**config.mk**
```make
export PLATFORM = sky130hd
export DESIGN_NAME = rr_arbiter
export DESIGN_NICKNAME = d
export VERILOG_FILES = /design/src/logic/rr_arbiter.sv
export VERILOG_INCLUDE_DIRS = /design/src /design/src/logic
export SDC_FILE = /design/constraint.sdc
export NUM_CORES = 1
export LEC_CHECK = 0
export ABC_AREA = 1
export ABC_CLOCK_PERIOD_IN_PS = 5300
export BUFFER_PORTS_ARGS = -buffer_cell sky130_fd_sc_hd__buf_2
export CORE_AREA = 2 2 39 41
export CTS_CLUSTER_DIAMETER = 120
export CTS_CLUSTER_SIZE = 28
export DETAILED_ROUTE_END_ITERATION = 8
export DIE_AREA = 0 0 41 43
export PLACE_DENSITY = 0.67
export SKIP_CTS_REPAIR_TIMING = 1
export SLEW_MARGIN = 10
export SYNTH_ARGS = -nofsm -noshare
export SYNTH_HDL_FRONTEND = slang
export SYNTH_SLANG_ARGS = --single-unit
```
**constraint.sdc**
```tcl
create_clock -name clk -period 5.3 [get_ports clk]
set_input_delay 0.795 -clock clk [delete_from_list [all_inputs] [get_ports clk]]
set_output_delay 0.795 -clock clk [all_outputs]
set_load 0.05 [all_outputs]
```
**src/logic/wbx_defines.svh**
```systemverilog
// ~~~~~~~~~~~~~~~~~~~~~~~~~~~~~~~~~~~~~~~~~~~~~~~~~~
// Sizing macros for the shared Wishbone bus project
// Include in any file that needs master count,
// bus widths or RAM depth
// ~~~~~~~~~~~~~~~~~~~~~~~~~~~~~~~~~~~~~~~~~~~~~~~~~~

`ifndef WBX_DEFINES_SVH
`define WBX_DEFINES_SVH

// Number of bus masters sharing the slave
`define WBX_NUM_MASTERS 4

// Word address width on the bus
`define WBX_ADDR_W 8

// Data width, byte selects are this over 8
`define WBX_DATA_W 32

// On-chip RAM size in words
`define WBX_MEM_DEPTH 256

`endif
```
**src/logic/rr_arbiter.sv**
```systemverilog
// ~~~~~~~~~~~~~~~~~~~~~~~~~~~~~~~~~~~~~~~~~~~~~~~~~~
// Round-robin arbiter for the shared bus masters
// Grant is combinational from req_i; the mask moves
// past the winner on adv_i and refills when empty
// grp_release_o flags each refill in the adv cycle
// ~~~~~~~~~~~~~~~~~~~~~~~~~~~~~~~~~~~~~~~~~~~~~~~~~~

`timescale 1ns/100ps
`default_nettype none

`include "wbx_defines.svh"

module rr_arbiter (
  input  logic                        clk,
  input  logic                        reset,
  input  logic                        adv_i,          // Grant taken, advance mask
  input  logic [`WBX_NUM_MASTERS-1:0] req_i,          // One request per master
  output logic [`WBX_NUM_MASTERS-1:0] gnt_o,          // One-hot grant
  output logic                        grp_release_o   // Mask refilled
);

  localparam int N = `WBX_NUM_MASTERS;

  logic [N-1:0] mask_q;                               // Masters still eligible this round
  logic [N-1:0] nxt_mask;                             // Mask after current grant
  logic [N-1:0] mask_req;                             // Requests inside the mask
  logic [N-1:0] mask_gnt;                             // Pick from masked set
  logic [N-1:0] raw_gnt;                              // Pick from all requests

  // Lowest index wins
  function automatic logic [N-1:0] pick_lowest(input logic [N-1:0] req);
    logic [N-1:0] gnt;
    logic         found;
    gnt   = '0;
    found = 1'b0;
    for (int i = 0; i < N; i++) begin
      if (req[i] && !found) begin
        gnt[i] = 1'b1;
        found  = 1'b1;
      end
    end
    return gnt;
  endfunction

  assign mask_req = req_i & mask_q;
  assign mask_gnt = pick_lowest(mask_req);
  assign raw_gnt  = pick_lowest(req_i);
  assign gnt_o    = (|mask_req) ? mask_gnt : raw_gnt; // Fall back once round is spent

  // Keep only the indices above the winner
  always_comb begin
    nxt_mask = mask_q;
    for (int i = 0; i < N; i++) begin
      if (gnt_o[i]) nxt_mask = {N{1'b1}} << (i + 1);
    end
  end

  always_ff @(posedge clk or posedge reset) begin
    if (reset) begin
      mask_q <= '1;                                   // Everyone eligible
    end else if (adv_i) begin
      mask_q <= nxt_mask;
    end
  end

  // Wider mask next means a new round started
  assign grp_release_o = adv_i && (nxt_mask > mask_q);

endmodule

`default_nettype wire

```
* Word level (Yosys, flattened, before mapping)
Index checks and enable logic that the tools add are counted.
** Cells by class
- Eq/ne operators :: 0
- Reduce and logical (&&, ||, !) cells :: 14
- Div/mod/pow operators :: 0
- $add $sub $neg :: 0
- Magnitude comparators :: 1
- Mux-type cells :: 17
- $mul :: 0
- Bitwise operators :: 1
- Shifts and indexed selects :: 0
** Operator list (count)
- $mux W4 :: 5
- $mux W1 :: 12
- $logic_and A1 B1 Y1 :: 7
- $logic_not A1 Y1 :: 6
- $and A4 B4 Y4 :: 1
- $gt A4 B4 Y1 :: 1
- $reduce_or A4 Y1 :: 1
** Storage, ports and cells
- Memories kept :: 0
- Input port bits :: 7
- Memory bits (read-only) :: 0
- Output and inout bits :: 5
- Bits in latches :: 0
- RAM bits :: 0
- Bits in registers :: 4
- Logic and storage cells :: 34

* Logic depth before layout (Yosys ltp)
- Depth after elaboration :: 18
- Gate-level depth with buffers :: 12
- Depth with buffers taken out :: 12

* Worst setup path before layout
No wires, ideal clock.
- Path kind :: in2out
- From :: input req_i[0]
- To :: output grp_release_o
- Data arrival time :: 2842 ps
- Cell stages on the path :: 11
- Path slack :: 1663 ps
- Cells stage by stage :: nor2_1 -> nand3_1 -> nand2_1 -> nand2_2 -> inv_1 -> nor2_1 -> a21oi_1 -> ha_1 -> nand4_1 -> nand2_1 -> a21oi_1
** Between the ends
- Elaborated cells between the ends (all ways) :: 33
- Those cells by class :: order compare (1); mux (17); bitwise (1); reduce/logical (14)
** RTL lines
- start, declared :: RTL line rr_arbiter.sv:17 : input logic [`WBX_NUM_MASTERS-1:0] req_i,
- $and A4 B4 Y4 :: RTL line rr_arbiter.sv:45 : assign mask_req = req_i & mask_q;
- $mux W1 :: RTL line rr_arbiter.sv:37 : if (req[i] && !found) begin
- $logic_not A1 Y1 :: RTL line rr_arbiter.sv:37
- $logic_and A1 B1 Y1 :: RTL line rr_arbiter.sv:37
- $mux W1 :: RTL line rr_arbiter.sv:37
- $logic_not A1 Y1 :: RTL line rr_arbiter.sv:37
- $logic_and A1 B1 Y1 :: RTL line rr_arbiter.sv:37
- $mux W1 :: RTL line rr_arbiter.sv:37
- $mux W4 (*) :: RTL line rr_arbiter.sv:48 : assign gnt_o = (|mask_req) ? mask_gnt : raw_gnt;
- via gnt_o[2] :: RTL line rr_arbiter.sv:18 : output logic [`WBX_NUM_MASTERS-1:0] gnt_o,
- $mux W4 (*) (2 in series) :: RTL line rr_arbiter.sv:54 : if (gnt_o[i]) nxt_mask = {N{1'b1}} << (i + 1);
- via nxt_mask[3] :: RTL line rr_arbiter.sv:25 : logic [N-1:0] nxt_mask;
- $gt A4 B4 Y1 (*) :: RTL line rr_arbiter.sv:67 : assign grp_release_o = adv_i && (nxt_mask > mask_q);
- $logic_and A1 B1 Y1 (*) :: RTL line rr_arbiter.sv:67
- end, declared :: RTL line rr_arbiter.sv:19 : output logic grp_release_o
Mark *: on every way through the listed nets, which the timed path passes. The rest lies on a longest branch.

* Worst setup path after layout
- From :: input req_i[0]
- To :: output grp_release_o
** Between the ends
- Cells in the longest elaborated chain, start to end :: 15
- Elaborated cells between the ends (all ways) :: 33
- Those cells by class :: order compare (1); mux (17); bitwise (1); reduce/logical (14)
** RTL lines (RTL line)
- $and A4 B4 Y4 :: rr_arbiter.sv:45
- $mux W1 :: rr_arbiter.sv:37
- $logic_not A1 Y1 :: rr_arbiter.sv:37
- $logic_and A1 B1 Y1 :: rr_arbiter.sv:37
- $mux W1 :: rr_arbiter.sv:37
- $logic_not A1 Y1 :: rr_arbiter.sv:37
- $logic_and A1 B1 Y1 :: rr_arbiter.sv:37
- $mux W1 :: rr_arbiter.sv:37
- $logic_not A1 Y1 :: rr_arbiter.sv:37
- $logic_and A1 B1 Y1 :: rr_arbiter.sv:37
- $mux W1 :: rr_arbiter.sv:37
- $mux W4 (*) :: rr_arbiter.sv:48
- $mux W4 (*) :: rr_arbiter.sv:54
- via nxt_mask[1] :: rr_arbiter.sv:25
- $gt A4 B4 Y1 (*) :: rr_arbiter.sv:67
- $logic_and A1 B1 Y1 (*) :: rr_arbiter.sv:67
Marks and branches as above.

==> results.toml <==
[routing]
first_pass_iters = 6
wire_per_inst_microns = 9.46
routed_wl_microns = 946
drc = 0
via_count = 467
drt_iter0_drc = 6
antenna_left = 0
viasPerCell = 4.67

[synthesis]
synthCells = 70
synth_top_area_cell = "dfstp_2"
synthTopCellsByCount = "15 x nand2_1, 14 x inv_1, 8 x nand3_1, 7 x nand2_2, 5 x nor2_1"
synthFlopType = "dfstp_2"
synthArstFlopShare_pct = 100
syn_area_sq_um = 457
synthTopCellsByArea = "dfstp_2 23%, nand2_1 12%, inv_1 12%"
syn-num-nets = 81
yosysSeqAreaShare_pct = 23.0
yosysUniqueCellTypes = 15
avgSynthCellArea_sq_um = 6.52
synth-warning-count = 0
synth_top_area_share_pct = 23.0
ys_ff_latch = 4
synth_most_common_cell = "nand2_1"
synth_edf_count = 0

[critical_path]
path_class = "input port to output pin"
r2r_slack_ns = 3.96
crit_slowest_cell = "ha_1"
endpoint = "grp_release_o"
cp_common_cell = "nand2_2"
path_cells = "buf_2, nand2_2, nand2_2, nor2_1, nand2_2, nand2_2, nor2_4, and2_1, ha_1, inv_1, o21bai_1, nand3_1, a21oi_1, buf_2"
critPathCaptureType = "output pin"
cp_max_fo = 5
cpPeakStageDelay_ns = 0.28
r2r-end = "mask_q[3]"
r2r_cells = 9
critPathRequiredTime_ns = 4.51
startpoint = "req_i[0]"
timing.rr.start = "mask_q[0]"
critPathLaunchType = "input port"
worstPathArrival_ns = 2.50

[run_status]
status = "finished clean"

[finish]
largest_registers = "mask_q: 4 flops"
seqCellArea_sq_um = 105
fillers = 159
area_growth_pct = 21.4
final_util_pct = 40.1
layout-drive-gt1-share_pct = 34.5
multi_input_area_sq_um = 299
largest_register_ffs = 4
nets = 97
diodes = 0
regMostFlops = "mask_q"

[die]
io_pins = 12
die_area_sq_um = 1760
dieWidth_microns = 41
core_sq_um = 1380
initial_utilization_pct = 33.0
row_count = 14
fp.dieH_microns = 43

[min_path]
hp-class = "register to register"

[placement]
hpwlAfterDp_microns = 796
place.gp.congestion = 0.681
port_buffers = 11

[global_routing]
grt_max_degree = 8
grt_pass1_vias = 381
grt.overflow.total = 0
grt_pass1_wl_microns = 1450
antenna_found_initial = 0
grt_usage_pct = 12.3

[cts]
clk_path_buf_depth = 2
worst_skew_pair.late_latency_ns = 0.24
cts.sinks = 4
cts_root_buf = "clkbuf_4"
cts_buffers = 3
clk_pin_slew_worst_paths_ns = 0.04
cts_tree = "yes"
cts_max_level = 1

[timing]
fmax_mhz = 304
worst_pin_slew_ns = 0.247
setup_violations = 0
fin_skew_ns = 0.00558
fin_crit_sh_pct = 62.1
tns_ns = 0
layout_min_cycle_time_ns = 3.29
drv_slew = 0
hold_viol_final = 0
rsz0062_at_grt = "no"
slew_headroom_pct = 83.6

[power]
leakage_nw = 0.326
vdd.ir_drop.worst_mv = 0.198
power.density_nw_per_um2 = 603
total_power_mw = 0.334

[run]
maxCapViolations = 0
placed cells by master (no fill, tap or decap):
| master | Yosys | routed |
|---|---|---|
| buf_2 | 0 | 11 |
| a21oi_1 | 4 | 4 |
| nor2_2 | 1 | 1 |
| nand2_4 | 1 | 1 |
| dfstp_2 | 4 | 4 |
| o21bai_1 | 1 | 1 |
| nand2_1 | 15 | 15 |
| nor2_1 | 5 | 5 |
| clkbuf_4 | 0 | 3 |
| nor2_4 | 2 | 2 |
| nand3_1 | 8 | 8 |
| nand2_2 | 7 | 7 |
| nand4_1 | 1 | 1 |
| inv_1 | 14 | 14 |
| ha_1 | 4 | 4 |
| o21ai_1 | 2 | 2 |
| and2_1 | 1 | 1 |
critical path, delay by kind of cell:
| kind | cells | cell delay (ns) |
|---|---|---|
| adder cells (fa/ha/maj) | 1 | 0.28 |
| AO/OA/AOI/OAI | 2 | 0.22 |
| AND/OR/NAND/NOR | 8 | 0.76 |
| buffers and inverters | 3 | 0.44 |
how the worst min path moves through the flow:
stage | startpoint | endpoint | slack [ns] | cells past startpoint
2_1_floorplan | mask_q[2] | mask_q[2] | 0.45 | 2
6_report | mask_q[2] | mask_q[2] | 0.48 | 2
4_1_cts | mask_q[2] | mask_q[2] | 0.48 | 2
3_3_place_gp | mask_q[2] | mask_q[2] | 0.48 | 2
5_1_grt | mask_q[2] | mask_q[2] | 0.49 | 2
3_5_place_dp | mask_q[2] | mask_q[2] | 0.47 | 2
report_power, final:
| part | internal, mW | total, mW | switching (mW) |
|---|---|---|---|
| logic | 0.0771 | 0.237 | 0.160 |
| registers | 0.0492 | 0.0589 | 0.00976 |
| clock network | 0.0253 | 0.0383 | 0.0129 |
kinds of logic (layout without fill, tap and decap cells):
group / Yosys count / after routing / share of synthesized area (%)
simple gates: 41 / 41 / 46.3
buf+inv: 14 / 28 / 11.5
compound gates: 7 / 7 / 8.22
fa+ha+maj: 4 / 4 / 11.0
flops: 4 / 4 / 23.0
layout make-up:
cell class / instances / area share [%]
Timing Repair Buffer: 11 / 9.93
Multi-Input combinational cell: 52 / 54.0
Inverter: 14 / 9.48
Clock buffer: 3 / 4.06
Sequential cell: 4 / 19.0
Tap cell: 16 / 3.61
routing by layer:
metal / up-vias / track usage [%] / share of wire (%)
li1: 248 / - / -
met2: 9 / 19.4 / 49
met1: 210 / 14.6 / 46
met4: 0 / 4.00 / 0
met3: 0 / 4.71 / 5.6
met5: - / 0 / 0
per-stage QoR:
stage	setup WS, ns	std cells	hold slack, ns	area (sq um)
after global routing	1.87	100	0.493	554
after floorplan	1.66	70	0.454	457
after global placement	2.02	97	0.478	532
after detailed placement	1.99	97	0.474	532
after CTS	1.99	100	0.482	554
final	2.01	100	0.482	554
Note: power is estimated with default switching activity, not from simulation.
