## src/logic/wbx_defines.svh

```systemverilog
// ~~~~~~~~~~~~~~~~~~~~~~~~~~~~~~~~~~~~~~~~~~~~~~~~~~
// Sizing macros for the shared Wishbone bus project
// Include in any file that needs master count,
// bus widths or RAM depth
// ~~~~~~~~~~~~~~~~~~~~~~~~~~~~~~~~~~~~~~~~~~~~~~~~~~

`ifndef WBX_DEFINES_SVH
`define WBX_DEFINES_SVH

// Number of bus masters sharing the slave
`define WBX_NUM_MASTERS 4

// Word address width on the bus
`define WBX_ADDR_W 8

// Data width, byte selects are this over 8
`define WBX_DATA_W 32

// On-chip RAM size in words
`define WBX_MEM_DEPTH 256

`endif
```

## src/logic/master_mux.sv

```systemverilog
// ~~~~~~~~~~~~~~~~~~~~~~~~~~~~~~~~~~~~~~~~~~~~~~~~~~
// Master multiplexer, purely combinational
// AND-OR selects the owner's request toward the RAM;
// ack goes back to the owner only, read data to all
// ~~~~~~~~~~~~~~~~~~~~~~~~~~~~~~~~~~~~~~~~~~~~~~~~~~

`timescale 1ns/100ps
`default_nettype none

`include "wbx_defines.svh"

module master_mux (
  input  logic [`WBX_NUM_MASTERS-1:0]                  owner_oh_i,
  input  logic [`WBX_NUM_MASTERS-1:0]                  m_cyc_i,
  input  logic [`WBX_NUM_MASTERS-1:0]                  m_stb_i,
  input  logic [`WBX_NUM_MASTERS-1:0]                  m_we_i,
  input  logic [`WBX_NUM_MASTERS*`WBX_ADDR_W-1:0]      m_adr_i,
  input  logic [`WBX_NUM_MASTERS*`WBX_DATA_W-1:0]      m_dat_i,
  input  logic [`WBX_NUM_MASTERS*(`WBX_DATA_W/8)-1:0]  m_sel_i,
  input  logic                                         s_ack_i,
  input  logic [`WBX_DATA_W-1:0]                       s_dat_r_i,
  output logic                                         s_cyc_o,
  output logic                                         s_stb_o,
  output logic                                         s_we_o,
  output logic [`WBX_ADDR_W-1:0]                       s_adr_o,
  output logic [`WBX_DATA_W-1:0]                       s_dat_w_o,
  output logic [`WBX_DATA_W/8-1:0]                     s_sel_o,
  output logic [`WBX_NUM_MASTERS-1:0]                  m_ack_o,
  output logic [`WBX_DATA_W-1:0]                       m_dat_o
);

  localparam int N  = `WBX_NUM_MASTERS;
  localparam int AW = `WBX_ADDR_W;
  localparam int DW = `WBX_DATA_W;
  localparam int SW = `WBX_DATA_W / 8;

  // No owner means every slave signal is zero
  always_comb begin
    s_cyc_o   = 1'b0;
    s_stb_o   = 1'b0;
    s_we_o    = 1'b0;
    s_adr_o   = '0;
    s_dat_w_o = '0;
    s_sel_o   = '0;
    for (int i = 0; i < N; i++) begin
      s_cyc_o   = s_cyc_o | (owner_oh_i[i] & m_cyc_i[i]);
      s_stb_o   = s_stb_o | (owner_oh_i[i] & m_stb_i[i]);
      s_we_o    = s_we_o | (owner_oh_i[i] & m_we_i[i]);
      s_adr_o   = s_adr_o | ({AW{owner_oh_i[i]}} & m_adr_i[i*AW +: AW]);
      s_dat_w_o = s_dat_w_o | ({DW{owner_oh_i[i]}} & m_dat_i[i*DW +: DW]);
      s_sel_o   = s_sel_o | ({SW{owner_oh_i[i]}} & m_sel_i[i*SW +: SW]);
    end
  end

  assign m_ack_o = owner_oh_i & {N{s_ack_i}};          // Waiting masters never see ack
  assign m_dat_o = s_dat_r_i;                          // Shared read bus

endmodule

`default_nettype wire

```

## config.mk

```make
export PLATFORM = sky130hd
export DESIGN_NAME = master_mux
export DESIGN_NICKNAME = d
export VERILOG_FILES = /design/src/logic/master_mux.sv
export VERILOG_INCLUDE_DIRS = /design/src /design/src/logic
export SDC_FILE = /design/constraint.sdc
export NUM_CORES = 1
export LEC_CHECK = 0
export ABC_AREA = 1
export BUFFER_PORTS_ARGS = -buffer_cell sky130_fd_sc_hd__buf_2
export CAP_MARGIN = 5
export CELL_PAD_IN_SITES_DETAIL_PLACEMENT = 2
export CELL_PAD_IN_SITES_GLOBAL_PLACEMENT = 2
export CORE_UTILIZATION = 11
export DETAILED_ROUTE_END_ITERATION = 8
export GPL_TIMING_DRIVEN = 1
export PLACE_DENSITY = 0.89
export SLEW_MARGIN = 20
export SYNTH_ARGS = -nofsm -noshare
export SYNTH_HDL_FRONTEND = slang
export SYNTH_SLANG_ARGS = --single-unit
export TNS_END_PERCENT = 10
```

## constraint.sdc

```tcl
create_clock -name vclk -period 0.94
set_input_delay 0.047 -clock vclk [all_inputs]
set_output_delay 0.047 -clock vclk [all_outputs]
set_load 0.005 [all_outputs]
```

# Yosys cells after proc, flatten, opt, wreduce, memory -nomap -nowiden
# Index checks and enable logic that the tools add are counted.
# word_totals
ff_bits,0
word_cells,43
out_inout_bits,83
inputBits,225
# classes
n_bitwise,43
# op_table
op,n
32-bit bitwise AND,4
32-bit OR,3
8-bit bitwise AND,4
8-bit OR,3
4-bit bitwise AND,5
1-bit bitwise AND,12
4-bit OR,3
1-bit OR,9

# Depth between registers and ports, before layout
# Gate-level depths: netlist (run 1).
# depth
depth_word,4
depth_mapped,6
ltp_nobuf,4

# Worst setup path before layout (run 1)
# Ideal clock, no wire load.
# synth_timing
kind,input to output
from,in owner_oh_i[2]
to,out s_adr_o[0]
cell_stages,6
setup_slack_ns,0.362
arrival_time_ns,0.531
n_path_buf,2
t_required_ns,0.893
cell_sequence,buf_4 > buf_4 > nand2_1 > nand2_1 > inv_1 > nand2_1
# synth_via
elab_chain_len,3
# synth_rtl
element,line,text
start: declaration,master_mux.sv:13,"input logic [`WBX_NUM_MASTERS-1:0] owner_oh_i,"
8-bit bitwise AND,master_mux.sv:49,s_adr_o = s_adr_o | ({AW{owner_oh_i[i]}} & m_adr_i[i*AW +: AW]);
8-bit OR (2 in series),master_mux.sv:49,
end: declaration,master_mux.sv:25,"output logic [`WBX_ADDR_W-1:0] s_adr_o,"
# No other way between the ends.

# Worst setup path after layout (run 1)
# layout_timing
from,in owner_oh_i[0]
to,out s_dat_w_o[31]
# layout_via
elab_chain_len,4
# layout_rtl
element,line,text
32-bit bitwise AND,master_mux.sv:50,s_dat_w_o = s_dat_w_o | ({DW{owner_oh_i[i]}} & m_dat_i[i*DW +: DW]);
32-bit OR (3 in series),master_mux.sv:50,
end: declaration,master_mux.sv:26,"output logic [`WBX_DATA_W-1:0] s_dat_w_o,"
# No other way between the ends.

==> metrics.md, run 1 <==
| Metric | Value |
|---|---|
| Library cells used by synthesis | 4 |
| Total Nets Final | 910 |
| Die Wd | 136 µm |
| Final-report max-slew violation count | 0 |
| DRT Wirelength | 10900 µm |
| Die area | ~19000 µm² |
| Ports | 308 |
| Data arrival, critical path | 0.76 ns |
| Routability Congestion | roughly 0.76 |
| Post-Syn Nets | between 700 and 800 |
| Synth Warn # | 0 |
| Total global-route track usage | between 10 and 15% |
| Count of final setup violators | 0 |
| Mapped Area | slightly below 2000 µm² |
| Worst-Margin Slew | between 0.1 and 0.15 ns |
| Mean routed wirelength per cell | between 10 and 15 µm |
| Initial Util | between 10% and 20% |
| DR iter-0 viols | 33 |
| Layout cell share with drive strength beyond 1 | between 30% and 40% |
| Minimum clock period | around 0.81 ns |
| Gr ovfl total | 0 |
| Synth top area share | around 63% |
| PD cells | around 420 nW/µm² |
| Core box area | approximately 17000 µm² |
| Post-CTS setup buffer count | 0 |
| Chip Height | roughly 140 µm |
| FP Rows | 48 |
| Final hold vios | 0 |
| Post-CTS Resized | 0 |
| Max-cap violation count | 0 |
| Multi-input logic area | about 1200 µm² |
| First-pass GRT wire length | about 16000 µm |
| Final WS setup | ~0.13 ns |
| Setup CP Type | in2out |
| Fmax | around 1200 MHz |
| Largest net degree at the start of global routing | 28 |
| IR drop worst, VDD | between 0.00015 and 0.0002 V |
| WP data required | 0.89 ns |
| Filler instances | roughly 2300 |
| Area Growth Syn to Fin | 65.0% |
| Critical Path Start Type | input pin |
| Post-DP HPWL | around 9900 µm |
| Sequential Area | 0 µm² |
| Lkg Pwr | ~2.4 nW |
| Final Util | 18.8% |
| Initial antenna violation count | 1 |
| Setup crit end kind | output pin |
| Synth top area cells | nand2_1 (63%), inv_1 (19%), buf_4 (17%) |
| Cells after synthesis | approximately 480 |
| Final Cycle Share | 86.0% |
| Vias | around 3400 |
| Vias per Instance | about 3.7 |
| FF+latch count | 0 |
| Seq/Total Area, Yosys | 0% |
| Setup TNS | 0 ns |
| Critical path fanouts, max | 27 |
| ANT nets after route | 0 |
| TritonRoute pass-1 iters | 2 |
| RSZ-0062 raised after global routing | false |
| Leading area contributor after synthesis | nand2_1 |
| Dpl ws | 0.0950 ns |
| Clock buffers | 0 |
| N_diodes | 0 |
| Buffers on Ports | approximately 240 |
| HP Class | in2out |
| Drc violations | 0 |
| Vias in the first global route | approximately 3500 |
| Status | completed |
| Hold-fix buffers, CTS | 0 |
| Post-synthesis area per instance | between 4 and 5 µm² |
| Relative slew slack | roughly 90% |
through the flow:
| stage | std cells | hold slack [ns] | power, mW | cell area [µm²] |
|---|---|---|---|---|
| finish | 908 | 0.0940 | 1.38 | 3280 |
| floorplan | 483 | 0.173 | 0.730 | 1990 |
| global placement | 908 | 0.0940 | 1.36 | 3280 |
| detailed placement | 908 | 0.0940 | 1.42 | 3280 |
| global route | 908 | 0.0940 | 1.59 | 3280 |
| CTS | 908 | 0.0940 | 1.43 | 3280 |
critical path, cell delays in order:
cell and delay (ns):
buf_2 0.14, buf_12 0.18, nand2_1 0.08, nand2_1 0.07, inv_1 0.05, nand2_1 0.06
buf_2 0.11
cell usage in the layout, fill, tap and decap left out:
cell type / instances
inv_1: 98
nand2_1: 333
buf_2: 244
buf_12: 8
cell usage after synthesis:
library cell and count:
buf_2 8, inv_1 98, nand2_1 333, buf_4 44
metal layers:
layer | GRT usage, % | vias up | wire length, µm | share of wire [%]
met5 | 0 | - | 13 | 0.12
met4 | 0.926 | 2 | 96 | 0.88
met3 | 2.87 | 8 | 1020 | 9.3
met2 | 22.9 | 154 | 5800 | 53
met1 | 10.7 | 1530 | 3980 | 37
li1 | - | 1701 | - | -
layout make-up:
type                            instances  share of cell area [%]
Tap cell                              225                    8.58
Inverter                               98                    11.2
Multi-Input combinational cell        333                    38.1
Timing Repair Buffer                  252                    42.1
where the power goes:
part / leakage (nW) / internal, mW / total, mW / switching (mW)
combinational: 2.44 / 0.685 / 1.38 / 0.700
clock: 0 / 0 / 0 / 0
sequential: 0 / 0 / 0 / 0
total: 2.44 / 0.685 / 1.38 / 0.700
path summary, 6_finish.rpt:
| check | from | endpoint | depth (start not counted) |
|---|---|---|---|
| hold / removal | s_dat_r_i[27] | m_dat_o[27] | 0 |
| setup / recovery | owner_oh_i[0] | s_dat_w_o[31] | 7 |
cell families (layout without fill, tap and decap cells):
kind of cell,count (synthesis),count (layout),share of synthesized area [%]
and+or+nand+nor,333,333,62.9
buffers and inverters,150,350,37.1
(Power assumes the default switching activity.)
==> run 2, diff against run 1 <==
- ABC_AREA: 1 -> default
- CORE_UTILIZATION: 11 -> 10
- PLACE_DENSITY: 0.89 -> 0.95
==> metrics.md, run 2 <==
| Metric | Value |
|---|---|
| Synth top area cells | a22oi_1 (46%), buf_4 (18%), nand2_1 (13%) |
| Worst path max stage delay | 0.22 ns (+0.04 ns) |
| Critical Path Start Type | input pin |
| N_diodes | 0 (unchanged) |
| Cells after synthesis | 197 (-59%) |
| Final-report max-slew violation count | 0 (unchanged) |
| Post-synthesis area per instance | 6.95 µm² (+69%) |
| Clock buffers | 0 (unchanged) |
| Setup CP Type | in2out |
| NetSw | 535 µW (-23%) |
| Mean routed wirelength per cell | 15.9 µm (+33%) |
| Pint | 642 µW (-6.3%) |
| Final hold vios | 0 (unchanged) |
| HP Class | in2out |
| Fmax | 1140 MHz (-7.8%) |
| Crit path cell chain | buf_2 -> buf_4 -> a22oi_1 -> nand2_1 -> buf_2 |
| Non-Filler Instances | 572 (-37%) |
| IR drop worst, VDD | 0.000234 V (+41%) |
| Chip Height | 119 µm (-13%) |
| Post-Syn Nets | 422 (-40%) |
| Combinational Power Share | 100.0% (about the same) |
| Max-cap violation count | 0 (unchanged) |
| Layout cell share with drive strength beyond 1 | 66.4% (+30 points) |
| Die area | 14200 µm² (-24%) |
| Most frequent cell on the critical path | buf_2 |
| Most common cell after layout, fill and taps aside | buf_2 |
| Setup TNS | 0 ns (unchanged) |
| Dpl cell area | 2510 µm² (-23%) |
| Die Wd | 119 µm (-13%) |
| Routability Congestion | 0.739 (-3.3%) |
| Seq/Total Area, Yosys | 0% (unchanged) |
| Vias per Instance | 4.24 (+13%) |
| Slowest CP cell | buf_4 |
| Sw frac | 45.5% (-5.1 points) |
| Lkg Pwr | 1.37 nW (-44%) |
| Library cells used by synthesis | 7 (+3) |
| DRT Wirelength | 9120 µm (-16%) |
| WP data required | 0.89 ns (about the same) |
| ANT nets after route | 0 (unchanged) |
| Vias | 2425 (-29%) |
| Minimum clock period | 0.877 ns (+0.0684 ns) |
| First-pass GRT wire length | 13500 µm (-16%) |
| Status | completed |
| Core box area | 13300 µm² (-24%) |
| FP Rows | 42 (-13%) |
| Placed Instances | 572 (-37%) |
| Hold-fix buffers, CTS | 0 (unchanged) |
| Final Cell Area | 2520 µm² (-23%) |
| TritonRoute pass-1 iters | 4 (+2) |
| Synth Warn # | 0 (unchanged) |
| Buffers on Ports | 244 (unchanged) |
| Initial Util | 10.3% (-1.1 points) |
| Relative slew slack | 81.7% (-8.6 points) |
| Count of final setup violators | 0 (unchanged) |
| FF+latch count | 0 (unchanged) |
| Cell with the most instances after synthesis | a22oi_1 |
| Drc violations | 0 (unchanged) |
| Synth top cells by count | a22oi_1 (84), nand2_1 (47), buf_4 (33), buf_6 (11), a22oi_2 (10) |
| Synth top area share | 46.1% (-17 points) |
| PD cells | 467 nW/µm² (+11%) |
| Critical path fanouts, max | 20 (-26%) |
| Worst-Margin Slew | 0.275 ns (+0.128 ns) |
| Data arrival, critical path | 0.83 ns (+0.07 ns) |
| Hold Path Depth | 0 (unchanged) |
| Post-CTS setup buffer count | 0 (unchanged) |
| Sequential power share | 0% (unchanged) |
| Post-DP HPWL | 7800 µm (-21%) |
| Total global-route track usage | 12.0% (+1.1 points) |
| Gr ovfl total | 0 (unchanged) |
| Commonest non-fill, non-tap cells in the layout | buf_2 (244), a22oi_1 (82), nand2_1 (47), a22oi_2 (12), buf_12 (5) |
| Vias in the first global route | 2704 (-22%) |
| Ports | 308 (unchanged) |
| DR iter-0 viols | 54 (+64%) |
| Mapped Area | 1370 µm² (-31%) |
| Total Nets Final | 623 (-32%) |
| Sequential Area | 0 µm² (unchanged) |
| RSZ-0062 raised after global routing | false |
| Setup crit end kind | output pin |
| Leading area contributor after synthesis | a22oi_1 |
| Final Cycle Share | 93.3% (+7.3 points) |
| Filler instances | 1679 (-28%) |
| Area Growth Syn to Fin | 84.4% |
| Initial antenna violation count | 0 (-1) |
| Multi-input logic area | 967 µm² (-23%) |
| Clk pwr share | 0% (unchanged) |
| Largest net degree at the start of global routing | 49 (+75%) |
run 2: cell types whose count changed after synthesis:
cell,change
nand2_1,-286
buf_6,+11
and2_1,+4
buf_4,-11
inv_1,-98
a22oi_2,+10
a22oi_1,+84
run 2: logic make-up (layout without fill, tap and decap cells):
logic type | Yosys count | count (layout) | synth area share, %
buf+inv | 52 | 251 | 30.1
compound gates | 94 | 94 | 55.2
simple gates | 51 | 51 | 14.7
run 2: metrics by stage:
stage	util, %	hold slack [ns]	setup WS, ns	power, mW
CTS	18.9	0.0940	0.00446	1.20
global route	19.0	0.0940	0.000525	1.30
floorplan	-	0.175	0.354	0.595
finish	19.0	0.0940	0.0634	1.18
detailed placement	18.9	0.0940	-0.0366	1.20
global placement	18.9	0.0940	-0.0312	1.15
run 2: routing by layer:
metal,global-route usage [%],wire (µm),share of wire (%)
met1,11.5,3100,34
met2,26.1,5180,57
met3,2.39,780,8.6
met4,1.03,61,0.67
met5,0,0,0
run 2: worst max-delay path, delay by kind of cell:
kind,cells,cell delay (ns)
compound gates,1,0.21
buf+inv,3,0.47
simple gates,1,0.09
run 2: repair_timing:
action                                  in CTS  in global routing
endpoints found under the setup margin       2                  1
cloned                                       0                  0
resized for setup                            1                  1
run 2: power groups by stage:
stage	sequential, mW	combinational, mW	clock [mW]
finish	0	1.18	0
global route	0	1.30	0
CTS	0	1.20	0
detailed placement	0	1.20	0
global placement	0	1.15	0
floorplan	0	0.595	0
run 2: final timing paths:
check	from	to	slack [ns]
setup / recovery	owner_oh_i[3]	s_dat_w_o[14]	0.06
hold / removal	s_dat_r_i[13]	m_dat_o[13]	0.09
run 2: final cells by class:
cell class                 instances  share of cell area (%)
tap                              176                    8.73
timing repair buffer             251                    52.9
multi-input combinational        145                    38.3
