<file path="config.mk">
export PLATFORM = sky130hd
export DESIGN_NAME = bus_ctrl
export DESIGN_NICKNAME = d
export VERILOG_FILES = /design/src/logic/wbx_pkg.sv /design/src/logic/bus_ctrl.sv
export VERILOG_INCLUDE_DIRS = /design/src /design/src/logic
export SDC_FILE = /design/constraint.sdc
export NUM_CORES = 1
export LEC_CHECK = 0
export ABC_AREA = 1
export BUFFER_PORTS_ARGS = -buffer_cell sky130_fd_sc_hd__buf_2
export CAP_MARGIN = 30
export CORE_AREA = 2 2 39 41
export DETAILED_ROUTE_END_ITERATION = 12
export DIE_AREA = 0 0 41 43
export GPL_TIMING_DRIVEN = 0
export HOLD_SLACK_MARGIN = 0.15
export PLACE_DENSITY = 0.43
export SYNTH_ARGS = -nofsm -noshare
export SYNTH_HDL_FRONTEND = slang
export SYNTH_SLANG_ARGS = --single-unit
</file>
<file path="constraint.sdc">
create_clock -name clk -period 1.55 [get_ports clk]
set_clock_uncertainty 0.2 [all_clocks]
set_input_delay 0.0775 -clock clk [delete_from_list [all_inputs] [get_ports clk]]
set_output_delay 0.0775 -clock clk [all_outputs]
set_load 0.02 [all_outputs]
</file>
<file path="src/logic/wbx_defines.svh">
// ~~~~~~~~~~~~~~~~~~~~~~~~~~~~~~~~~~~~~~~~~~~~~~~~~~
// Sizing macros for the shared Wishbone bus project
// Include in any file that needs master count,
// bus widths or RAM depth
// ~~~~~~~~~~~~~~~~~~~~~~~~~~~~~~~~~~~~~~~~~~~~~~~~~~

`ifndef WBX_DEFINES_SVH
`define WBX_DEFINES_SVH

// Number of bus masters sharing the slave
`define WBX_NUM_MASTERS 4

// Word address width on the bus
`define WBX_ADDR_W 8

// Data width, byte selects are this over 8
`define WBX_DATA_W 32

// On-chip RAM size in words
`define WBX_MEM_DEPTH 256

`endif
</file>
<file path="src/logic/wbx_pkg.sv">
// ~~~~~~~~~~~~~~~~~~~~~~~~~~~~~~~~~~~~~~~~~~~~~~~~~~
// Shared types for the Wishbone shared bus
// Referenced by scoped name, wbx_pkg::name
// ~~~~~~~~~~~~~~~~~~~~~~~~~~~~~~~~~~~~~~~~~~~~~~~~~~

`default_nettype none

package wbx_pkg;

  // Bus controller ownership state
  typedef enum logic {
    ST_IDLE  = 1'b0,                          // Nobody owns the bus
    ST_OWNED = 1'b1                           // One master holds the bus
  } bus_state_e;

  // Transfer kind, taken straight from we
  typedef enum logic {
    OP_READ  = 1'b0,                          // we low
    OP_WRITE = 1'b1                           // we high
  } bus_op_e;

endpackage

`default_nettype wire

</file>
<file path="src/logic/bus_ctrl.sv">
// ~~~~~~~~~~~~~~~~~~~~~~~~~~~~~~~~~~~~~~~~~~~~~~~~~~
// Bus ownership controller
// Latches the arbiter grant when idle and keeps it
// while the owner holds cyc, so block transfers stay
// together. adv_o tells the arbiter a grant was used
// ~~~~~~~~~~~~~~~~~~~~~~~~~~~~~~~~~~~~~~~~~~~~~~~~~~

`timescale 1ns/100ps
`default_nettype none

`include "wbx_defines.svh"

module bus_ctrl (
  input  logic                        clk,
  input  logic                        reset,
  input  logic [`WBX_NUM_MASTERS-1:0] m_cyc_i,        // cyc from every master
  input  logic [`WBX_NUM_MASTERS-1:0] gnt_i,          // One-hot grant from arbiter
  output logic                        adv_o,          // Ownership taken this cycle
  output logic [`WBX_NUM_MASTERS-1:0] owner_oh_o,     // Current owner, zero when idle
  output wbx_pkg::bus_state_e         state_o
);

  wbx_pkg::bus_state_e                state_q;
  logic [`WBX_NUM_MASTERS-1:0]        owner_oh_q;
  logic                               owner_cyc;      // Owner still in a cycle

  assign owner_cyc = |(m_cyc_i & owner_oh_q);

  // Take the bus only from idle
  assign adv_o = (state_q == wbx_pkg::ST_IDLE) && (|gnt_i);

  always_ff @(posedge clk or posedge reset) begin
    if (reset) begin
      state_q    <= wbx_pkg::ST_IDLE;
      owner_oh_q <= '0;
    end else begin
      case (state_q)
        wbx_pkg::ST_IDLE: begin
          if (|gnt_i) begin
            owner_oh_q <= gnt_i;                      // Freeze the winner
            state_q    <= wbx_pkg::ST_OWNED;
          end
        end
        wbx_pkg::ST_OWNED: begin
          // Hold across stb gaps, release on cyc drop
          if (!owner_cyc) begin
            owner_oh_q <= '0;
            state_q    <= wbx_pkg::ST_IDLE;
          end
        end
        default: begin
          owner_oh_q <= '0;                           // Recover to idle
          state_q    <= wbx_pkg::ST_IDLE;
        end
      endcase
    end
  end

  assign owner_oh_o = owner_oh_q;
  assign state_o    = state_q;

endmodule

`default_nettype wire

</file>
### Word level (Yosys, flattened, before mapping)

Index checks and enable logic that the tools add are counted.

| operators by class | value |
|---|---|
| reduce and logical (&&, ||, !) cells | 4 |
| bitwise logic cells | 2 |
| muxes and demuxes | 6 |
| eq/ne operators | 2 |

Operator list:

| cell | count |
|---|---|
| 4-bit two-way mux | 2 |
| 4-bit one-hot mux with 2 select lines | 1 |
| 4-bit OR reduction | 2 |
| 4-bit AND | 1 |
| 1-bit two-way mux | 2 |
| 2-bit by 1-bit != test with 1-bit output, second input constant | 1 |
| 2-bit != test, second input constant | 1 |
| 1-bit one-hot mux with 2 select lines | 1 |
| 2-bit AND reduction | 1 |
| 1-bit logical AND | 1 |
| 1-bit inverter | 1 |

| word-level totals | value |
|---|---|
| output and inout port bits | 6 |
| bits in registers | 5 |
| logic and storage cells | 16 |

### Depth between registers and ports, before layout

Gate-level depths: netlist of run 1.

| depth | value |
|---|---|
| word-level depth | 4 |
| mapped depth | 6 |
| depth with buffers taken out | 6 |

### Least setup slack after synthesis of run 1

OpenSTA, ideal clock, no wires.

| timing | value |
|---|---|
| kind | reg2reg |
| start point | register owner_oh_q[2], in the netlist owner_oh_o[2] |
| end point | register owner_oh_q[0], in the netlist owner_oh_o[0] |
| stages on the path, launching flop included | 7 |
| path buffers | 0 |
| path slack | 353 ps |
| period minus slack after synthesis | 1,197 ps |
| arrival time | 879 ps |
| library setup time | 118 ps |
| required time | 1,232 ps |
| cell sequence | dfrtp_1 nand2_1 nand2_1 nor2_2 nand2_2 nand3_1 nand2_1 |

| between the ends | value |
|---|---|
| longest elaborated chain between the ends | 4 |

RTL lines:

| element | RTL line | text |
|---|---|---|
| start, declared | bus_ctrl.sv:24 | `` logic [`WBX_NUM_MASTERS-1:0] owner_oh_q; `` |
| start signal, assigned | bus_ctrl.sv:40 | `owner_oh_q <= gnt_i;` |
| 4-bit AND | bus_ctrl.sv:27 | `assign owner_cyc = \|(m_cyc_i & owner_oh_q);` |
| 4-bit OR reduction | bus_ctrl.sv:27 |  |
| 2-bit != test (no source line) | n/a |  |
| 2-bit AND reduction (no source line) | n/a |  |

Every way passes these cells.
A chain may end at the register's enable or synchronous reset.

### Worst setup path after layout of run 1

| timing | value |
|---|---|
| start point | input gnt_i[0] |
| end point | output adv_o |

| between the ends | value |
|---|---|
| longest elaborated chain between the ends | 2 |

RTL lines:

| element | RTL line | text |
|---|---|---|
| start, declared | bus_ctrl.sv:17 | `` input logic [`WBX_NUM_MASTERS-1:0] gnt_i, `` |
| 4-bit OR reduction | bus_ctrl.sv:30 | `assign adv_o = (state_q == wbx_pkg::ST_IDLE) && (\|gnt_i);` |
| 1-bit logical AND | bus_ctrl.sv:30 |  |
| end, declared | bus_ctrl.sv:18 | `output logic adv_o,` |

Every way passes these cells.

==> results of run 1 <==
-- report_power, final --
part	leakage (nW)	switching, mW	internal [mW]
combinational	0.192	0.249	0.156
sequential	0.0614	0.0452	0.193
clock	0.0150	0.0510	0.0972
total	0.268	0.345	0.446
-- through the flow --
step / utilization (%) / instances / hold slack [ns]
2_1_floorplan: - / 33 / -0.344
3_3_place_gp: 24.9 / 64 / -0.217
3_5_place_dp: 24.9 / 64 / -0.215
4_1_cts: 34.0 / 78 / 0.322
5_1_grt: 34.5 / 79 / 0.352
6_report: 34.5 / 79 / 0.316
-- area by class of cell --
type	count	area, sq um	area share (%)
clock buffers	4	26.3	5.50
inverters	3	11.3	2.36
multi-input cells	25	113	23.6
flip-flops and latches	5	125	26.2
well taps	16	20.0	4.19
repair buffers	26	183	38.2
-- repair_timing --
| item | in CTS | in global routing |
|---|---|---|
| resized for setup | 0 | 0 |
| endpoints found under the setup margin | 0 | 1 |
| setup buffers | 0 | 1 |
| hold buffers | 10 | 0 |
| endpoints found under the hold margin | 10 | 0 |
-- per-layer routing --
layer	vias to the layer above	routed length, microns	GRT usage [%]
li1	160	-	-
met1	132	281	7.49
met2	13	327	14.7
met3	2	48	1.57
met4	0	8	10.0
met5	-	0	0
-- flip-flops by register name, summed over array words and instances (netlist names) --
register    cells
owner_oh_o      4
state_o         1
-- cell families (layout without fill, tap and decap cells) --
| logic type | count (synthesis) | after routing | share of synthesized area, % |
|---|---|---|---|
| simple gates | 24 | 24 | 43.2 |
| flops | 5 | 5 | 50.3 |
| buf+inv | 3 | 33 | 4.52 |
| compound gates | 1 | 1 | 2.01 |
-- path summary, 6_finish.rpt --
kind	endpoint	slack, ns	from	cells after the start
max	adv_o	0.08	gnt_i[0]	7
min	owner_oh_o[3]$_DFFE_PP0P_	0.32	owner_oh_o[3]$_DFFE_PP0P_	2
max reg2reg	owner_oh_o[1]$_DFFE_PP0P_	0.32	state_o$_DFF_PP0_	5
min reg2reg	owner_oh_o[3]$_DFFE_PP0P_	0.32	owner_oh_o[3]$_DFFE_PP0P_	2
max in group asynchronous	owner_oh_o[0]$_DFFE_PP0P_	0.34	reset	4
min in group asynchronous	state_o$_DFF_PP0_	0.64	reset	4
-- worst max-delay path: stages --
cell and delay (ns):
dlygate4sd3_1 0.55, buf_2 0.13, nor2_1 0.10, nand2_1 0.09, nand2_4 0.06, inv_1 0.03
buf_2 0.14
-- cell usage in the layout, fill, tap and decap left out --
cell           count
nand2_2            1
nand2_1           15
nor2_1             2
dfrtp_1            5
nand3_1            4
buf_2             15
clkbuf_1           1
dlygate4sd3_1     10
nor2_2             1
buf_4              1
clkbuf_4           3
o21ai_0            1
nand2_4            1
inv_1              3
==> results.yml, run 1 <==
clock_network:
  clock_sinks: 5
  clockBufferDepth: 2
  cts_root_buffer: "clkbuf_4"
  cts_made_buffers: 3
  cts_max_level: 1
  clkLatencyLatePin_ns: 0.24
  clkTransAtPathRegs_ns: 0.04
  cts_tree: "yes"
yosys:
  synth_edf_count: 0
  ys_seq_area_share_pct: 50.3
  yosys_register_bits: 5
  avgSynthCellArea_sq_um: 7.55
  synth_nets: 43
  ys.warnings.count: 0
  synthDistinctLibCells: 9
  syn_inst: 33
  synth.top_cells.by_area: "dfrtp_1 50%, nand2_1 23%, nand3_1 8.0%"
  async_reset_ff_share_pct: 100
  synth_common_cells: "15 x nand2_1, 5 x dfrtp_1, 4 x nand3_1"
  ys.flop_type: "dfrtp_1"
  yosys.cell_count.top_type: "nand2_1"
  synth.largest_area_cell: "dfrtp_1"
  syn_area_sq_um: 249
  synth.top_cell.area_share_pct: 50.3
worst_setup_path:
  worstPathRequired_ns: 1.27
  cp.arrival_ns: 1.20
  critPathLaunchType: "input pin"
  crit_fanout: 2
  worstSetupPathType: "in -> out"
  crit_path_end_kind: "output pin"
sta:
  setup_viol: 0
  worst_slack_ns: 0.0771
  tns_ns: 0
  layout_min_cycle_time_ns: 1.47
  worst_slew_pin_slew_ns: 0.214
  timing.fmax_mhz: 679
  drv_slew: 0
  hold_violations: 0
  slew_headroom_pct: 85.7
  rsz0062_at_grt: "false"
  period_share_pct: 95.0
pwr:
  p_per_area_nw_per_um2: 1660
  leakage_nw: 0.268
  power_mw: 0.791
  ir_worst_vdd_mv: 0.562
placement:
  globalplace.congestion: 0.656
  dp_slack_ns: 0.388
  dpl_cell_area_sq_um: 344
  port_buffers: 15
global_route:
  track_usage_pct: 8.87
  grt_max_degree: 7
  grt_antenna_before_repair: 0
  first_global_vias: 296
  grt_overflow_total: 0
  grt_pass1_wl_microns: 993
finish:
  synthToLayoutAreaGrowth_pct: 92.0
  drive_gt1_share_pct: 34.9
  fin_nets: 74
  fill_cells: 149
  diodes: 0
  design_area_sq_um: 478
drt:
  drt-initial-drc-count: 5
  num_vias: 307
  routedWlPerCell_microns: 8.42
  ant_nets: 0
  dr.pass1.iters: 4
  viasPerCell: 3.89
  drt-total-wl_microns: 665
  drc: 0
die:
  io_pins: 16
  die-area_sq_um: 1760
  rows: 14
  die_x_microns: 41
  die_h_microns: 43
  core_area_sq_um: 1380
  initial_core_util_pct: 18.0
outcome:
  outcome: "finished, final reports clean"
flow_run:
  cap_violations: 0
min_path:
  hold_class: "reg -> reg"
No activity file was read; power rests on OpenSTA's default activity.
==> inputs of run 2 (changes only) <==
--- a/config.mk
+++ b/config.mk
@@ -12,6 +12,7 @@
 export CORE_AREA = 2 2 39 41
 export DETAILED_ROUTE_END_ITERATION = 12
 export DIE_AREA = 0 0 41 43
+export GPL_ROUTABILITY_DRIVEN = 1
 export GPL_TIMING_DRIVEN = 0
 export HOLD_SLACK_MARGIN = 0.15
 export PLACE_DENSITY = 0.43
==> constraint.sdc (replaced) <==
create_clock -name clk -period 1.55 [get_ports clk]
set_clock_uncertainty 0.2 [all_clocks]
set_input_delay 0.155 -clock clk [delete_from_list [all_inputs] [get_ports clk]]
set_output_delay 0.155 -clock clk [all_outputs]
set_load 0.02 [all_outputs]
==> results.yml, run 2 (synthesis results as in run 1) <==
finish:
  drive_gt1_share_pct: 36.7
  final_cell_mix: "15 x nand2_1, 15 x buf_2, 8 x dlygate4sd3_1"
  largest_reg_flops: 4
  design_area_sq_um: 450
  fin_nets: 71
  diodes: 0
  synthToLayoutAreaGrowth_pct: 80.9
  fill_cells: 149
  instances_no_fill: 76
worst_setup_path:
  r2r_end: "owner_oh_o[1]$_DFFE_PP0P_"
  cp.arrival_ns: 1.47
  endpoint: "owner_oh_o[1]$_DFFE_PP0P_"
  reg2reg_depth: 4
  critPathLaunchType: "flop"
  worstPathRequired_ns: 1.53
  reg2reg_slack_ns: 0.06
  crit_path_end_kind: "flop"
  worstSetupPathType: "reg -> reg"
  r2r_start: "state_o$_DFF_PP0_"
  startpoint: "state_o$_DFF_PP0_"
  crit_fanout: 6
global_route:
  first_global_vias: 297
  track_usage_pct: 8.57
  grt_overflow_total: 0
  grt_antenna_before_repair: 0
  grt_pass1_wl_microns: 972
  grt_max_degree: 7
pwr:
  power_switching_share_pct: 44.1
  power_mw: 0.805
  p_int_mw: 0.451
  leakage_nw: 0.249
  ir_worst_vdd_mv: 0.512
  p_per_area_nw_per_um2: 1790
  clock_power_share_pct: 19.1
  p_comb_share_pct: 51.0
  p_seq_share_pct: 29.9
  p_sw_mw: 0.355
clock_network:
  cts_max_level: 1
  clkTransAtPathRegs_ns: 0.04
  post_cts_buffers: 0
  cts_root_buffer: "clkbuf_4"
  clockBufferDepth: 2
  cts_tree: "yes"
  cts_made_buffers: 3
  clkLatencyLatePin_ns: 0.24
  clock_sinks: 5
die:
  die_h_microns: 43
  core_area_sq_um: 1380
  die-area_sq_um: 1760
  rows: 14
  io_pins: 16
  die_x_microns: 41
  initial_core_util_pct: 18.0
drt:
  routedWlPerCell_microns: 8.92
  drt-total-wl_microns: 678
  drc: 0
  drt-initial-drc-count: 5
  num_vias: 307
  viasPerCell: 4.04
  ant_nets: 0
  dr.pass1.iters: 4
sta:
  drv_slew: 0
  tns_ns: 0
  timing.fmax_mhz: 672
  hold_violations: 0
  worst_slew_pin_slew_ns: 0.194
  layout_min_cycle_time_ns: 1.49
  slew_headroom_pct: 87.0
  period_share_pct: 96.1
  rsz0062_at_grt: "false"
  setup_viol: 0
placement:
  numPlacedInstances: 64
  port_buffers: 15
  dpl_cell_area_sq_um: 344
  globalplace.congestion: 0.656
outcome:
  outcome: "finished, final reports clean"
min_path:
  hold_class: "in -> reg"
flow_run:
  cap_violations: 0
run 2: cell types whose count changed in the layout (fill, tap and decap cells not counted):
cell	change
buf_4	-1
inv_1	-1
inv_2	+1
dlygate4sd3_1	-2
run 2: how the worst min path moves through the flow:
stage                  start                         to  cells past startpoint
floorplan              reset  owner_oh_o[0]$_DFFE_PP0P_                      1
global placement       reset  owner_oh_o[3]$_DFFE_PP0P_                      2
detailed placement     reset  owner_oh_o[3]$_DFFE_PP0P_                      2
CTS                 gnt_i[3]  owner_oh_o[3]$_DFFE_PP0P_                      3
global route        gnt_i[1]          state_o$_DFF_PP0_                      5
finish              gnt_i[1]          state_o$_DFF_PP0_                      5
run 2: final cells by class:
type / instances / area, sq um / area share [%]
clock buffer: 4 / 26.3 / 5.83
sequential: 5 / 125 / 27.8
multi-input combinational: 25 / 113 / 25.0
inverter: 3 / 11.3 / 2.50
tap: 16 / 20.0 / 4.44
timing repair buffer: 23 / 155 / 34.4
run 2: critical path, stage by stage, from the launching register on:
cell	delay (ns)
dfrtp_1	0.40
inv_2	0.13
nand2_1	0.07
dlygate4sd3_1	0.56
nand2_1	0.07
run 2: power groups by stage:
stage	combinational [mW]	sequential, mW	clock (mW)
6_report	0.411	0.241	0.154
5_1_grt	0.455	0.251	0.169
4_1_cts	0.398	0.240	0.155
3_5_place_dp	0.374	0.242	0
3_3_place_gp	0.376	0.239	0
2_1_floorplan	0.181	0.313	0
run 2: per-layer routing:
metal,GRT usage (%),up-vias,share of wire (%)
met5,0,-,0
met4,10.0,0,2.1
met3,1.57,2,6.8
met2,13.4,13,49
met1,7.82,137,41
li1,-,155,-
run 2: metrics by stage:
stage                     hold slack [ns]  util, %  setup WS, ns
after floorplan                    -0.266        -         0.332
after detailed placement           -0.137     24.9         0.314
after global routing                0.136     32.5        0.0262
after global placement             -0.140     24.9         0.317
final                              0.0999     32.5        0.0608
after CTS                         -0.0656     29.7        0.0170
run 2: repair_timing:
action	4_1_cts	5_1_grt
gates resized for setup	0	1
hold buffers	4	4
endpoints found under the hold margin	10	3
endpoints found under the setup margin	0	2
